### config.mk
export PLATFORM = sky130hd
export DESIGN_NAME = vga_top
export DESIGN_NICKNAME = d
export VERILOG_FILES = /design/src/vga_pkg.sv /design/src/vga_timing.sv /design/src/overlay_regs.sv /design/src/draw_background.sv /design/src/sprite_pattern.sv /design/src/draw_sprite.sv /design/src/vga_top.sv
export VERILOG_INCLUDE_DIRS = /design/src /design/src/src
export SDC_FILE = /design/constraint.sdc
export NUM_CORES = 1
export LEC_CHECK = 0
export BUFFER_PORTS_ARGS = -buffer_cell sky130_fd_sc_hd__buf_2
export CORE_MARGIN = 2
export CORE_UTILIZATION = 60
export CTS_CLUSTER_DIAMETER = 40
export DETAILED_ROUTE_END_ITERATION = 8
export PLACE_DENSITY = 0.79
export REMOVE_ABC_BUFFERS = 1
export SLEW_MARGIN = 20
export SYNTH_ARGS = -nofsm -noshare
export SYNTH_HDL_FRONTEND = slang
export SYNTH_HIERARCHICAL = 1
export SYNTH_SLANG_ARGS = --single-unit
### constraint.sdc
create_clock -name pclk -period 4.3 [get_ports pclk]
set_input_delay 0.215 -clock pclk [delete_from_list [all_inputs] [get_ports pclk]]
set_output_delay 0.215 -clock pclk [all_outputs]
set_load 0.01 [all_outputs]
### src/vga_defines.svh
`ifndef VGA_DEFINES_SVH
`define VGA_DEFINES_SVH

////////////////////////////////////////
// Horizontal timing, in pixel clocks
////////////////////////////////////////
`define H_ACTIVE 640
`define H_FRONT  16
`define H_SYNC   96
`define H_TOTAL  800

////////////////////////////////////////
// Vertical timing, in lines
////////////////////////////////////////
`define V_ACTIVE 480
`define V_FRONT  10
`define V_SYNC   2
`define V_TOTAL  525

// Sprite geometry and transparent colour
`define SPRITE_W   64
`define SPRITE_H   64
`define SPRITE_KEY 12'h000

// Register map on cfg_addr
`define REG_XPOS 2'd0
`define REG_YPOS 2'd1
`define REG_BG   2'd2
`define REG_CTRL 2'd3

`endif

### src/vga_pkg.sv
package vga_pkg;

  // Widths shared by every pipeline stage
  localparam int COORD_W = 12;
  localparam int RGB_W   = 12;

  typedef logic [COORD_W-1:0] coord_t;  // Counters and screen positions
  typedef logic [RGB_W-1:0]   rgb_t;    // 4 bits each of red, green, blue

  ////////////////////////////////////////
  // Sprite pixel address
  ////////////////////////////////////////
  // The drawing stage builds the address from row and column offsets,
  // while the pattern block also reads it back as one linear index.
  typedef union packed {
    logic [15:0] word;    // Linear index into the sprite
    struct packed {
      logic [7:0] row;    // Line offset inside the sprite
      logic [7:0] col;    // Pixel offset inside the line
    } rc;
  } sprite_addr_u;

endpackage

### src/vga_timing.sv
`timescale 1ns/1ns
`include "vga_defines.svh"

module vga_timing (
  input  logic            pclk,
  input  logic            rst,
  output vga_pkg::coord_t hcount,
  output vga_pkg::coord_t vcount,
  output logic            hsync,
  output logic            vsync,
  output logic            hblnk,
  output logic            vblnk,
  output logic            vsync_start
);

  localparam vga_pkg::coord_t H_LAST   = vga_pkg::coord_t'(`H_TOTAL - 1);
  localparam vga_pkg::coord_t V_LAST   = vga_pkg::coord_t'(`V_TOTAL - 1);
  localparam vga_pkg::coord_t H_ACT    = vga_pkg::coord_t'(`H_ACTIVE);
  localparam vga_pkg::coord_t V_ACT    = vga_pkg::coord_t'(`V_ACTIVE);
  localparam vga_pkg::coord_t HS_START = vga_pkg::coord_t'(`H_ACTIVE + `H_FRONT);
  localparam vga_pkg::coord_t HS_END   = vga_pkg::coord_t'(`H_ACTIVE + `H_FRONT + `H_SYNC);
  localparam vga_pkg::coord_t VS_START = vga_pkg::coord_t'(`V_ACTIVE + `V_FRONT);
  localparam vga_pkg::coord_t VS_END   = vga_pkg::coord_t'(`V_ACTIVE + `V_FRONT + `V_SYNC);

  vga_pkg::coord_t hcount_nxt;
  vga_pkg::coord_t vcount_nxt;

  ////////////////////////////////////////
  // Next counter values
  ////////////////////////////////////////
  always_comb begin
    hcount_nxt = hcount + 1'b1;
    vcount_nxt = vcount;
    if (hcount == H_LAST) begin
      hcount_nxt = '0;                   // End of line
      if (vcount == V_LAST) begin
        vcount_nxt = '0;                 // End of frame
      end else begin
        vcount_nxt = vcount + 1'b1;
      end
    end
  end

  // Sync and blanking are decoded from the next count so that they
  // leave this block in step with the registered counters
  always_ff @(posedge pclk) begin
    if (rst) begin
      hcount      <= '0;
      vcount      <= '0;
      hsync       <= 1'b0;
      vsync       <= 1'b0;
      hblnk       <= 1'b0;
      vblnk       <= 1'b0;
      vsync_start <= 1'b0;
    end else begin
      hcount      <= hcount_nxt;
      vcount      <= vcount_nxt;
      hsync       <= (hcount_nxt >= HS_START) && (hcount_nxt < HS_END);  // Active high
      vsync       <= (vcount_nxt >= VS_START) && (vcount_nxt < VS_END);
      hblnk       <= hcount_nxt >= H_ACT;
      vblnk       <= vcount_nxt >= V_ACT;
      vsync_start <= (vcount_nxt == VS_START) && (hcount_nxt == '0);  // First sync cycle
    end
  end

  a_count_range: assert property (
    @(posedge pclk) disable iff (rst)
    (hcount < vga_pkg::coord_t'(`H_TOTAL)) && (vcount < vga_pkg::coord_t'(`V_TOTAL))
  ) else $error("Timing counter outside its total");

endmodule

### src/overlay_regs.sv
`timescale 1ns/1ns
`include "vga_defines.svh"

module overlay_regs (
  input  logic            pclk,
  input  logic            rst,
  input  logic            cfg_we,
  input  logic [1:0]      cfg_addr,
  input  logic [11:0]     cfg_wdata,
  input  logic            vsync_start,
  output vga_pkg::coord_t xpos,
  output vga_pkg::coord_t ypos,
  output vga_pkg::rgb_t   bg_color,
  output logic            game_on
);

  vga_pkg::coord_t xpos_pend;
  vga_pkg::coord_t ypos_pend;
  vga_pkg::rgb_t   bg_pend;
  logic            game_on_pend;

  ////////////////////////////////////////
  // Pending copies, written by the bus
  ////////////////////////////////////////
  always_ff @(posedge pclk) begin
    if (rst) begin
      xpos_pend    <= '0;
      ypos_pend    <= '0;
      bg_pend      <= '0;
      game_on_pend <= 1'b0;
    end else if (cfg_we) begin
      case (cfg_addr)
        `REG_XPOS: xpos_pend    <= cfg_wdata;
        `REG_YPOS: ypos_pend    <= cfg_wdata;
        `REG_BG:   bg_pend      <= cfg_wdata;
        `REG_CTRL: game_on_pend <= cfg_wdata[0];  // Enable bit
        default:   ;
      endcase
    end
  end

  // Active copies move only at the start of vertical sync
  always_ff @(posedge pclk) begin
    if (rst) begin
      xpos     <= '0;
      ypos     <= '0;
      bg_color <= '0;
      game_on  <= 1'b0;
    end else if (vsync_start) begin
      xpos     <= xpos_pend;
      ypos     <= ypos_pend;
      bg_color <= bg_pend;
      game_on  <= game_on_pend;
    end
  end

  a_addr_known: assert property (
    @(posedge pclk) disable iff (rst) cfg_we |-> !$isunknown(cfg_addr)
  ) else $error("Register write with unknown address");

endmodule

### src/draw_background.sv
`timescale 1ns/1ns
`include "vga_defines.svh"

module draw_background (
  input  logic            pclk,
  input  logic            rst,
  input  vga_pkg::coord_t hcount_in,
  input  vga_pkg::coord_t vcount_in,
  input  logic            hsync_in,
  input  logic            vsync_in,
  input  logic            hblnk_in,
  input  logic            vblnk_in,
  input  vga_pkg::rgb_t   bg_color,
  output vga_pkg::coord_t hcount_out,
  output vga_pkg::coord_t vcount_out,
  output logic            hsync_out,
  output logic            vsync_out,
  output logic            hblnk_out,
  output logic            vblnk_out,
  output vga_pkg::rgb_t   rgb_out
);

  localparam vga_pkg::coord_t H_LAST = vga_pkg::coord_t'(`H_ACTIVE - 1);
  localparam vga_pkg::coord_t V_LAST = vga_pkg::coord_t'(`V_ACTIVE - 1);

  vga_pkg::rgb_t rgb_nxt;
  logic          on_border;

  assign on_border = (hcount_in == '0) || (hcount_in == H_LAST) ||
                     (vcount_in == '0) || (vcount_in == V_LAST);

  always_comb begin
    if (hblnk_in || vblnk_in) begin
      rgb_nxt = 12'h000;                 // Black while blanking
    end else if (on_border) begin
      rgb_nxt = 12'hfff;                 // One pixel white frame
    end else begin
      rgb_nxt = bg_color;
    end
  end

  always_ff @(posedge pclk) begin
    if (rst) begin
      hcount_out <= '0;
      vcount_out <= '0;
      hsync_out  <= 1'b0;
      vsync_out  <= 1'b0;
      hblnk_out  <= 1'b0;
      vblnk_out  <= 1'b0;
      rgb_out    <= '0;
    end else begin
      hcount_out <= hcount_in;
      vcount_out <= vcount_in;
      hsync_out  <= hsync_in;
      vsync_out  <= vsync_in;
      hblnk_out  <= hblnk_in;
      vblnk_out  <= vblnk_in;
      rgb_out    <= rgb_nxt;
    end
  end

endmodule

### src/sprite_pattern.sv
`timescale 1ns/1ns
`include "vga_defines.svh"

module sprite_pattern (
  input  vga_pkg::sprite_addr_u pixel_addr,
  output vga_pkg::rgb_t         rgb_pixel
);

  localparam logic [7:0] LAST_ROW = 8'(`SPRITE_H - 1);
  localparam logic [7:0] LAST_COL = 8'(`SPRITE_W - 1);

  logic [7:0] row;
  logic [7:0] col;
  logic       edge_hit;
  logic       odd_cell;

  assign row = pixel_addr.rc.row;
  assign col = pixel_addr.rc.col;

  assign edge_hit = (row == 8'd0) || (row == LAST_ROW) ||
                    (col == 8'd0) || (col == LAST_COL);
  assign odd_cell = row[3] ^ col[3];     // 8x8 cell parity

  ////////////////////////////////////////
  // Ringed sprite image
  ////////////////////////////////////////
  always_comb begin
    if (edge_hit) begin
      rgb_pixel = 12'hf00;               // Red outline
    end else if (odd_cell) begin
      rgb_pixel = `SPRITE_KEY;           // See-through cell
    end else begin
      // Green cell with blue ramping along the linear index
      rgb_pixel = {4'h0, 4'hf, pixel_addr.word[3:0]};
    end
  end

endmodule

### src/draw_sprite.sv
`timescale 1ns/1ns
`include "vga_defines.svh"

module draw_sprite (
  input  logic                  pclk,
  input  logic                  rst,
  input  vga_pkg::coord_t       hcount_in,
  input  vga_pkg::coord_t       vcount_in,
  input  logic                  hsync_in,
  input  logic                  vsync_in,
  input  logic                  hblnk_in,
  input  logic                  vblnk_in,
  input  vga_pkg::rgb_t         rgb_in,
  input  vga_pkg::coord_t       xpos,
  input  vga_pkg::coord_t       ypos,
  input  logic                  game_on,
  input  vga_pkg::rgb_t         rgb_pixel,
  output vga_pkg::coord_t       hcount_out,
  output vga_pkg::coord_t       vcount_out,
  output logic                  hsync_out,
  output logic                  vsync_out,
  output logic                  hblnk_out,
  output logic                  vblnk_out,
  output vga_pkg::rgb_t         rgb_out,
  output vga_pkg::sprite_addr_u pixel_addr
);

  localparam logic IDLE = 1'b0;
  localparam logic DRAW = 1'b1;

  localparam vga_pkg::coord_t SPR_W = vga_pkg::coord_t'(`SPRITE_W);
  localparam vga_pkg::coord_t SPR_H = vga_pkg::coord_t'(`SPRITE_H);

  logic          state;
  logic          state_nxt;
  logic          in_box;
  vga_pkg::rgb_t rgb_nxt;

  ////////////////////////////////////////
  // Sprite window and pattern address
  ////////////////////////////////////////
  assign in_box = (hcount_in >= xpos) && (hcount_in < xpos + SPR_W) &&
                  (vcount_in >= ypos) && (vcount_in < ypos + SPR_H);  // Exclusive bounds

  always_comb begin
    pixel_addr.rc.row = 8'(vcount_in - ypos);
    pixel_addr.rc.col = 8'(hcount_in - xpos);
  end

  ////////////////////////////////////////
  // Enable state and colour select
  ////////////////////////////////////////
  always_comb begin
    state_nxt = game_on ? DRAW : IDLE;   // Lags game_on by one cycle
    rgb_nxt   = rgb_in;
    case (state)
      IDLE: rgb_nxt = rgb_in;
      DRAW: begin
        if (in_box && (rgb_pixel != `SPRITE_KEY)) begin
          rgb_nxt = rgb_pixel;
        end
      end
      default: rgb_nxt = rgb_in;
    endcase
  end

  always_ff @(posedge pclk) begin
    if (rst) begin
      state      <= IDLE;
      hcount_out <= '0;
      vcount_out <= '0;
      hsync_out  <= 1'b0;
      vsync_out  <= 1'b0;
      hblnk_out  <= 1'b0;
      vblnk_out  <= 1'b0;
      rgb_out    <= '0;
    end else begin
      state      <= state_nxt;
      hcount_out <= hcount_in;
      vcount_out <= vcount_in;
      hsync_out  <= hsync_in;
      vsync_out  <= vsync_in;
      hblnk_out  <= hblnk_in;
      vblnk_out  <= vblnk_in;
      rgb_out    <= rgb_nxt;
    end
  end

  // Background blanks to black and the sprite never reaches the blanking area
  a_black_in_blank: assert property (
    @(posedge pclk) disable iff (rst) (hblnk_out || vblnk_out) |-> (rgb_out == '0)
  ) else $error("Colour present during blanking");

endmodule

### src/vga_top.sv
`timescale 1ns/1ns

module vga_top (
  input  logic            pclk,
  input  logic            rst,
  input  logic            cfg_we,
  input  logic [1:0]      cfg_addr,
  input  logic [11:0]     cfg_wdata,
  output logic            hsync,
  output logic            vsync,
  output logic            hblnk,
  output logic            vblnk,
  output vga_pkg::coord_t hcount,
  output vga_pkg::coord_t vcount,
  output vga_pkg::rgb_t   rgb
);

  // Timing generator outputs
  vga_pkg::coord_t tim_hcount;
  vga_pkg::coord_t tim_vcount;
  logic            tim_hsync;
  logic            tim_vsync;
  logic            tim_hblnk;
  logic            tim_vblnk;
  logic            vsync_start;

  // Active register values
  vga_pkg::coord_t xpos;
  vga_pkg::coord_t ypos;
  vga_pkg::rgb_t   bg_color;
  logic            game_on;

  // Background stage outputs
  vga_pkg::coord_t bg_hcount;
  vga_pkg::coord_t bg_vcount;
  logic            bg_hsync;
  logic            bg_vsync;
  logic            bg_hblnk;
  logic            bg_vblnk;
  vga_pkg::rgb_t   bg_rgb;

  // Sprite image lookup
  vga_pkg::sprite_addr_u pixel_addr;
  vga_pkg::rgb_t         rgb_pixel;

  vga_timing u_vga_timing (
    .pclk        (pclk),
    .rst         (rst),
    .hcount      (tim_hcount),
    .vcount      (tim_vcount),
    .hsync       (tim_hsync),
    .vsync       (tim_vsync),
    .hblnk       (tim_hblnk),
    .vblnk       (tim_vblnk),
    .vsync_start (vsync_start)
  );

  overlay_regs u_overlay_regs (
    .pclk        (pclk),
    .rst         (rst),
    .cfg_we      (cfg_we),
    .cfg_addr    (cfg_addr),
    .cfg_wdata   (cfg_wdata),
    .vsync_start (vsync_start),
    .xpos        (xpos),
    .ypos        (ypos),
    .bg_color    (bg_color),
    .game_on     (game_on)
  );

  draw_background u_draw_background (
    .pclk       (pclk),
    .rst        (rst),
    .hcount_in  (tim_hcount),
    .vcount_in  (tim_vcount),
    .hsync_in   (tim_hsync),
    .vsync_in   (tim_vsync),
    .hblnk_in   (tim_hblnk),
    .vblnk_in   (tim_vblnk),
    .bg_color   (bg_color),
    .hcount_out (bg_hcount),
    .vcount_out (bg_vcount),
    .hsync_out  (bg_hsync),
    .vsync_out  (bg_vsync),
    .hblnk_out  (bg_hblnk),
    .vblnk_out  (bg_vblnk),
    .rgb_out    (bg_rgb)
  );

  draw_sprite u_draw_sprite (
    .pclk       (pclk),
    .rst        (rst),
    .hcount_in  (bg_hcount),
    .vcount_in  (bg_vcount),
    .hsync_in   (bg_hsync),
    .vsync_in   (bg_vsync),
    .hblnk_in   (bg_hblnk),
    .vblnk_in   (bg_vblnk),
    .rgb_in     (bg_rgb),
    .xpos       (xpos),
    .ypos       (ypos),
    .game_on    (game_on),
    .rgb_pixel  (rgb_pixel),
    .hcount_out (hcount),
    .vcount_out (vcount),
    .hsync_out  (hsync),
    .vsync_out  (vsync),
    .hblnk_out  (hblnk),
    .vblnk_out  (vblnk),
    .rgb_out    (rgb),
    .pixel_addr (pixel_addr)
  );

  sprite_pattern u_sprite_pattern (
    .pixel_addr (pixel_addr),
    .rgb_pixel  (rgb_pixel)
  );

endmodule

=== Yosys cells after proc, flatten, opt, wreduce, memory -nomap -nowiden ===
Cells that the tools add are included.

* Output and inout port bits: 40
* Bits in registers: 184
* Logic and storage cells: 93
* Input bits: 17

* Muxes and demuxes: 9
* Reductions and logical operators: 26
* $lt $le $gt $ge: 10
* Equality and inequality tests: 10
* Add/sub/neg operators: 6
* Bitwise operators: 2

{| class="wikitable"
|+ Operators with widths
! kind !! number
|-
| 12-bit two-way mux || 6
|-
| 12-bit by 10-bit == test with 1-bit output (second input constant) || 3
|-
| 12-bit logical NOT || 3
|-
| 12-bit by 1-bit adder with 12-bit output (second input constant) || 2
|-
| 12-bit by 7-bit adder with 12-bit output (second input constant) || 2
|-
| 12-bit by 9-bit == test with 1-bit output (second input constant) || 2
|-
| 12-bit by 10-bit >= comparator with 1-bit output (second input constant) || 2
|-
| 12-bit >= comparator || 2
|-
| 12-bit by 9-bit >= comparator with 1-bit output (second input constant) || 2
|-
| 12-bit less-than comparator || 2
|-
| 12-bit case mux with 2 select lines || 1
|-
| 8-bit by 6-bit == test with 1-bit output (second input constant) || 2
|-
| 8-bit logical NOT || 2
|-
| 8-bit subtractor || 2
|-
| 12-bit by 10-bit less-than comparator with 1-bit output (second input constant) || 1
|-
| 12-bit by 9-bit less-than comparator with 1-bit output (second input constant) || 1
|-
| 12-bit nonzero test || 1
|-
| 8-bit two-way mux || 1
|-
| 2-bit AND reduction || 4
|-
| 1-bit logical AND || 7
|-
| 1-bit logical OR || 7
|-
| 2-bit == test (second input constant) || 2
|-
| 2-bit by 1-bit == test with 1-bit output (second input constant) || 1
|-
| 2-bit logical NOT || 1
|-
| 4 further kinds || 4
|}

=== Depth between registers and ports, before layout ===
* Word-level depth: 10
* Mapped depth: 19
* Depth with buffers taken out: 17

=== Cells and area by module ===
Netlist, hierarchy kept.

{| class="wikitable"
|+ Modules (own cells, without submodules)
! module !! times used !! cells each !! area each (µm²)
|-
| overlay_regs || 1 || 256 || 2,808.9
|-
| draw_sprite || 1 || 289 || 2,645.0
|-
| vga_timing || 1 || 219 || 1,755.4
|-
| draw_background || 1 || 115 || 1,293.7
|-
| sprite_pattern || 1 || 27 || 209.0
|}

=== Least setup slack after synthesis ===
No wires, ideal clock.

* Path kind: flip-flop to flip-flop
* Start: reg u_draw_background.hcount_out[0]
* End: reg u_draw_sprite.rgb_out[2]
* Setup slack: 0.700 ns
* Arrival time: 3.529 ns
* Clock period less this slack: 3.600 ns
* Cell stages (with the launch flop): 18
* Required time: 4.228 ns
* Cell sequence: dfxtp_1 > inv_1 > ha_1 > fa_1 > nand2b_1 > o2bb2ai_2 > o21a_2 > xnor2_1 > nor4_1 > a21o_4 > nor3_1 > buf_4 > nor4_1 > a31oi_1 > o311ai_2 > nor4b_4 > buf_6 > mux2i_1

{| class="wikitable"
|+ RTL lines
! item !! line !! text
|-
| start, declared || draw_background.sv:14 || <nowiki>output vga_pkg::coord_t hcount_out,</nowiki>
|-
| start signal, assigned || draw_background.sv:52 || <nowiki>hcount_out <= hcount_in;</nowiki>
|-
| end signal, assigned || draw_sprite.sv:85 || <nowiki>rgb_out <= rgb_nxt;</nowiki>
|-
| end, declared || draw_sprite.sv:24 || <nowiki>output vga_pkg::rgb_t rgb_out,</nowiki>
|}

==> results.py <==
metrics = {
    "clock_tree": {
        "cts_tree": "done",
        "cts_setup_buffers": 0,
        "clkSlewWorstSetupHoldPaths_ns": 0.07,
        "clockBufferDepth": 2,
        "cts_root_buf": "clkbuf_16",
        "cts_max_level": 4,
        "cts_hold_buffers": 0,
        "numCtsBuffers": 17,
        "clock_latency_ns": 0.44,
        "ctsResizeCount": 0,
        "clock_sinks": 184,
    },
    "pwr": {
        "power_switching_uw": 792,
        "combPwrFrac_pct": 4.9,
        "total_leakage_power_uw": 0.00384,
        "clock_power_share_pct": 43.6,
        "intPower_uw": 2620,
        "swShare_pct": 23.2,
        "pwr-share-seq_pct": 51.5,
        "power-per-cell-area_nw_per_um2": 357,
        "ir_drop_uv": 435,
    },
    "placement": {
        "place_inst": 1105,
        "hpwl_mm": 12.3,
        "gp_congestion": 0.914,
        "portBuffers": 56,
    },
    "sta": {
        "hold_slack_ns": 0.112,
        "rsz0062_at_grt": "false",
        "period_minus_slack_ns": 3.94,
        "tightestPinTransition_ns": 1.01,
        "finalSetupViolations": 0,
        "hold_violations": 0,
        "fmax_mhz": 254,
        "finClkSkew_ns": 0.00825,
        "slew_viol_final": 0,
        "min_period_over_period_pct": 91.6,
        "timing.setup.tns_ns": 0,
        "relSlewSlack_pct": 32.5,
    },
    "global_route": {
        "grt.total_usage_pct": 23.5,
        "grt_antenna_before_repair": 1,
        "grt_overflow": 0,
        "grt_pass1_wl_mm": 29.2,
        "grt_pass1_vias": 5876,
        "grt_max_degree": 99,
    },
    "logic_synthesis": {
        "synth-adder-area-share_pct": 6.64,
        "async_reset_ff_share_pct": 0,
        "synth-edff-count": 0,
        "synth_compound_area_share_pct": 6.66,
        "synthTopCellsByCount": "dfxtp_1 (184), mux2i_1 (87), nand2b_1 (78)",
        "yosysTopAreaCell": "dfxtp_1",
        "yosys.area.top_type_share_pct": 42.3,
        "synth_cells": 906,
        "synthXorXnorAreaFrac_pct": 3.52,
        "synth-simple-area-share_pct": 25.9,
        "yosysMostFrequentCell": "dfxtp_1",
        "syn_avg_cell_area_um2": 9.62,
        "synth_area_leaders": "dfxtp_1 (42%), mux2i_1 (10%), ha_1 (6.2%), nand2b_1 (5.6%), nor2b_1 (4.5%)",
        "yosysSeqAreaShare_pct": 42.3,
        "ys_warn_count": 6,
        "ys_ff_latch": 184,
        "ys.flop_type": "dfxtp_1",
        "synthMuxAreaShare_pct": 10.3,
        "netlist_area_um2": 8710,
        "synth_top_family_by_area": "simple AND/OR/NAND/NOR gates",
        "synth.distinct_cells": 73,
    },
    "floorplan": {
        "rows": 44,
        "ios": 57,
        "die_y_um": 125,
        "die_w_um": 125,
        "initial_core_util_pct": 60.6,
        "dieArea_um2": 15500,
        "core_um2": 14400,
    },
    "detailed_routing": {
        "num_vias": 6316,
        "avgRoutedWirePerCell_um": 15.8,
        "ant_nets": 0,
        "avgViaCountPerCell": 5.55,
        "first_iter_violations": 355,
        "drtPass1Iterations": 5,
        "routed_wl_mm": 18.0,
        "remaining_drc_errors": 0,
    },
    "setup_path": {
        "cp.arrival_ns": 4.30,
        "crit_chain": "inv_1 > ha_1 > nor2b_1 > o21ai_0 > a21boi_1 > o21ai_0 > nor2b_1 > xnor2_1 > nand4_1 > o41ai_4 > or2_1 > nor4_1 > a31oi_1 > o311ai_2 > nor4b_4 > buf_4 > mux2i_1",
        "start_kind": "flop",
        "required_ns": 4.66,
        "crit_type": "flop to flop",
        "slowest_delay_ns": 0.41,
        "end_kind": "flop",
        "ff2ff_setup_slack_ns": 0.36,
        "slowest_stage": "o41ai_4",
        "crit_path_max_fanout": 12,
    },
    "finish": {
        "regArea_um2": 3680,
        "final_cell_count_no_fill": 1137,
        "nNetsFinal": 1002,
        "nFillCells": 1149,
        "multi_input_area_um2": 4610,
        "drive_above_1_share_pct": 12.9,
        "synthToLayoutAreaGrowth_pct": 9.81,
    },
    "status": {
        "status": "completed",
    },
    "flow_run": {
        "maxCapViolCount": 0,
    },
    "hold_path": {
        "hold_path_class": "primary input to flop",
    },
}
==> final timing paths <==
path,end,start,cells after the start
min,u_overlay_regs/bg_pend[9],cfg_wdata[9],3
min reg2reg,u_draw_sprite/hblnk_out,u_draw_background/hblnk_out,1
max,u_draw_sprite/rgb_out[8],u_overlay_regs/ypos[1],17
max reg2reg,u_draw_sprite/rgb_out[8],u_overlay_regs/ypos[1],17
==> area by class of cell <==
class	count	area share, %
Multi-Input combinational cell	636	48.2
Sequential cell	184	38.5
Clock buffer	18	4.59
Timing Repair Buffer	62	3.43
Tap cell	184	2.41
Inverter	39	1.53
Clock inverter	13	1.27
Antenna cell	1	0.0262
==> through the flow <==
step / worst slack, ns / total power (uW) / cell area (um^2) / util (%)
global route: 0.00104 / 3530 / 9570 / 66.6
finish: 0.362 / 3410 / 9570 / 66.6
global placement: 0.640 / 1960 / 9000 / 62.7
floorplan: 0.385 / 1890 / 8440 / -
CTS: 0.395 / 3440 / 9560 / 66.6
detailed placement: 0.431 / 1960 / 9000 / 62.7
==> placed cells by master (no fill, tap or decap), types with 22 or more instances in the layout <==
master and n:
dfxtp_1 183, mux2i_1 87, nand2b_1 78, nor2_1 74, nor2b_1 62, buf_2 55, nand2_1 44, ha_1 43
inv_1 39, nand3_1 28, a21oi_1 22
==> registers in the layout (all words and copies together) (netlist names), 12 cells and up <==
signal and flops:
u_draw_background/hcount_out 12, u_draw_background/rgb_out 12, u_draw_background/vcount_out 12, u_draw_sprite/hcount_out 12
u_draw_sprite/rgb_out 12, u_draw_sprite/vcount_out 12, u_overlay_regs/bg_color 12, u_overlay_regs/bg_pend 12
u_overlay_regs/xpos 12, u_overlay_regs/xpos_pend 12, u_overlay_regs/ypos 12, u_overlay_regs/ypos_pend 12
u_vga_timing/hcount 12, u_vga_timing/vcount 12
==> logic make-up (layout without fill, tap and decap cells) <==
group / count (synthesis) / in the layout
xor+xnor: 35 / 35
buf+inv: 86 / 132
mux: 89 / 89
simple gates: 389 / 389
fa+ha+maj: 45 / 45
other cells: 0 / 1
compound gates: 78 / 78
flops: 184 / 184
==> critical path, delay by kind of cell (launching register included) <==
family / cells / cell delay [ns]
AOI/OAI and AO/OA: 6 / 1.34
xor gates and xnor gates: 1 / 0.17
adders and majority gates: 1 / 0.31
buffers and inverters: 2 / 0.36
DFF: 1 / 0.34
muxes: 1 / 0.23
and+or+nand+nor: 6 / 1.12
==> metal layers <==
metal,wire (um),up-vias,GRT usage [%]
li1,-,3184,-
met1,8080,2952,29.8
met2,8740,143,38.9
met3,660,37,4.60
met4,498,0,10.4
met5,0,-,0
==> power groups by stage <==
stage | logic (uW) | registers [uW] | clock network, uW
finish | 167 | 1760 | 1490
global route | 184 | 1760 | 1580
CTS | 168 | 1760 | 1510
detailed placement | 165 | 1800 | 0
global placement | 162 | 1800 | 0
floorplan | 95.1 | 1800 | 0
Power figures use the tool's default switching activity.
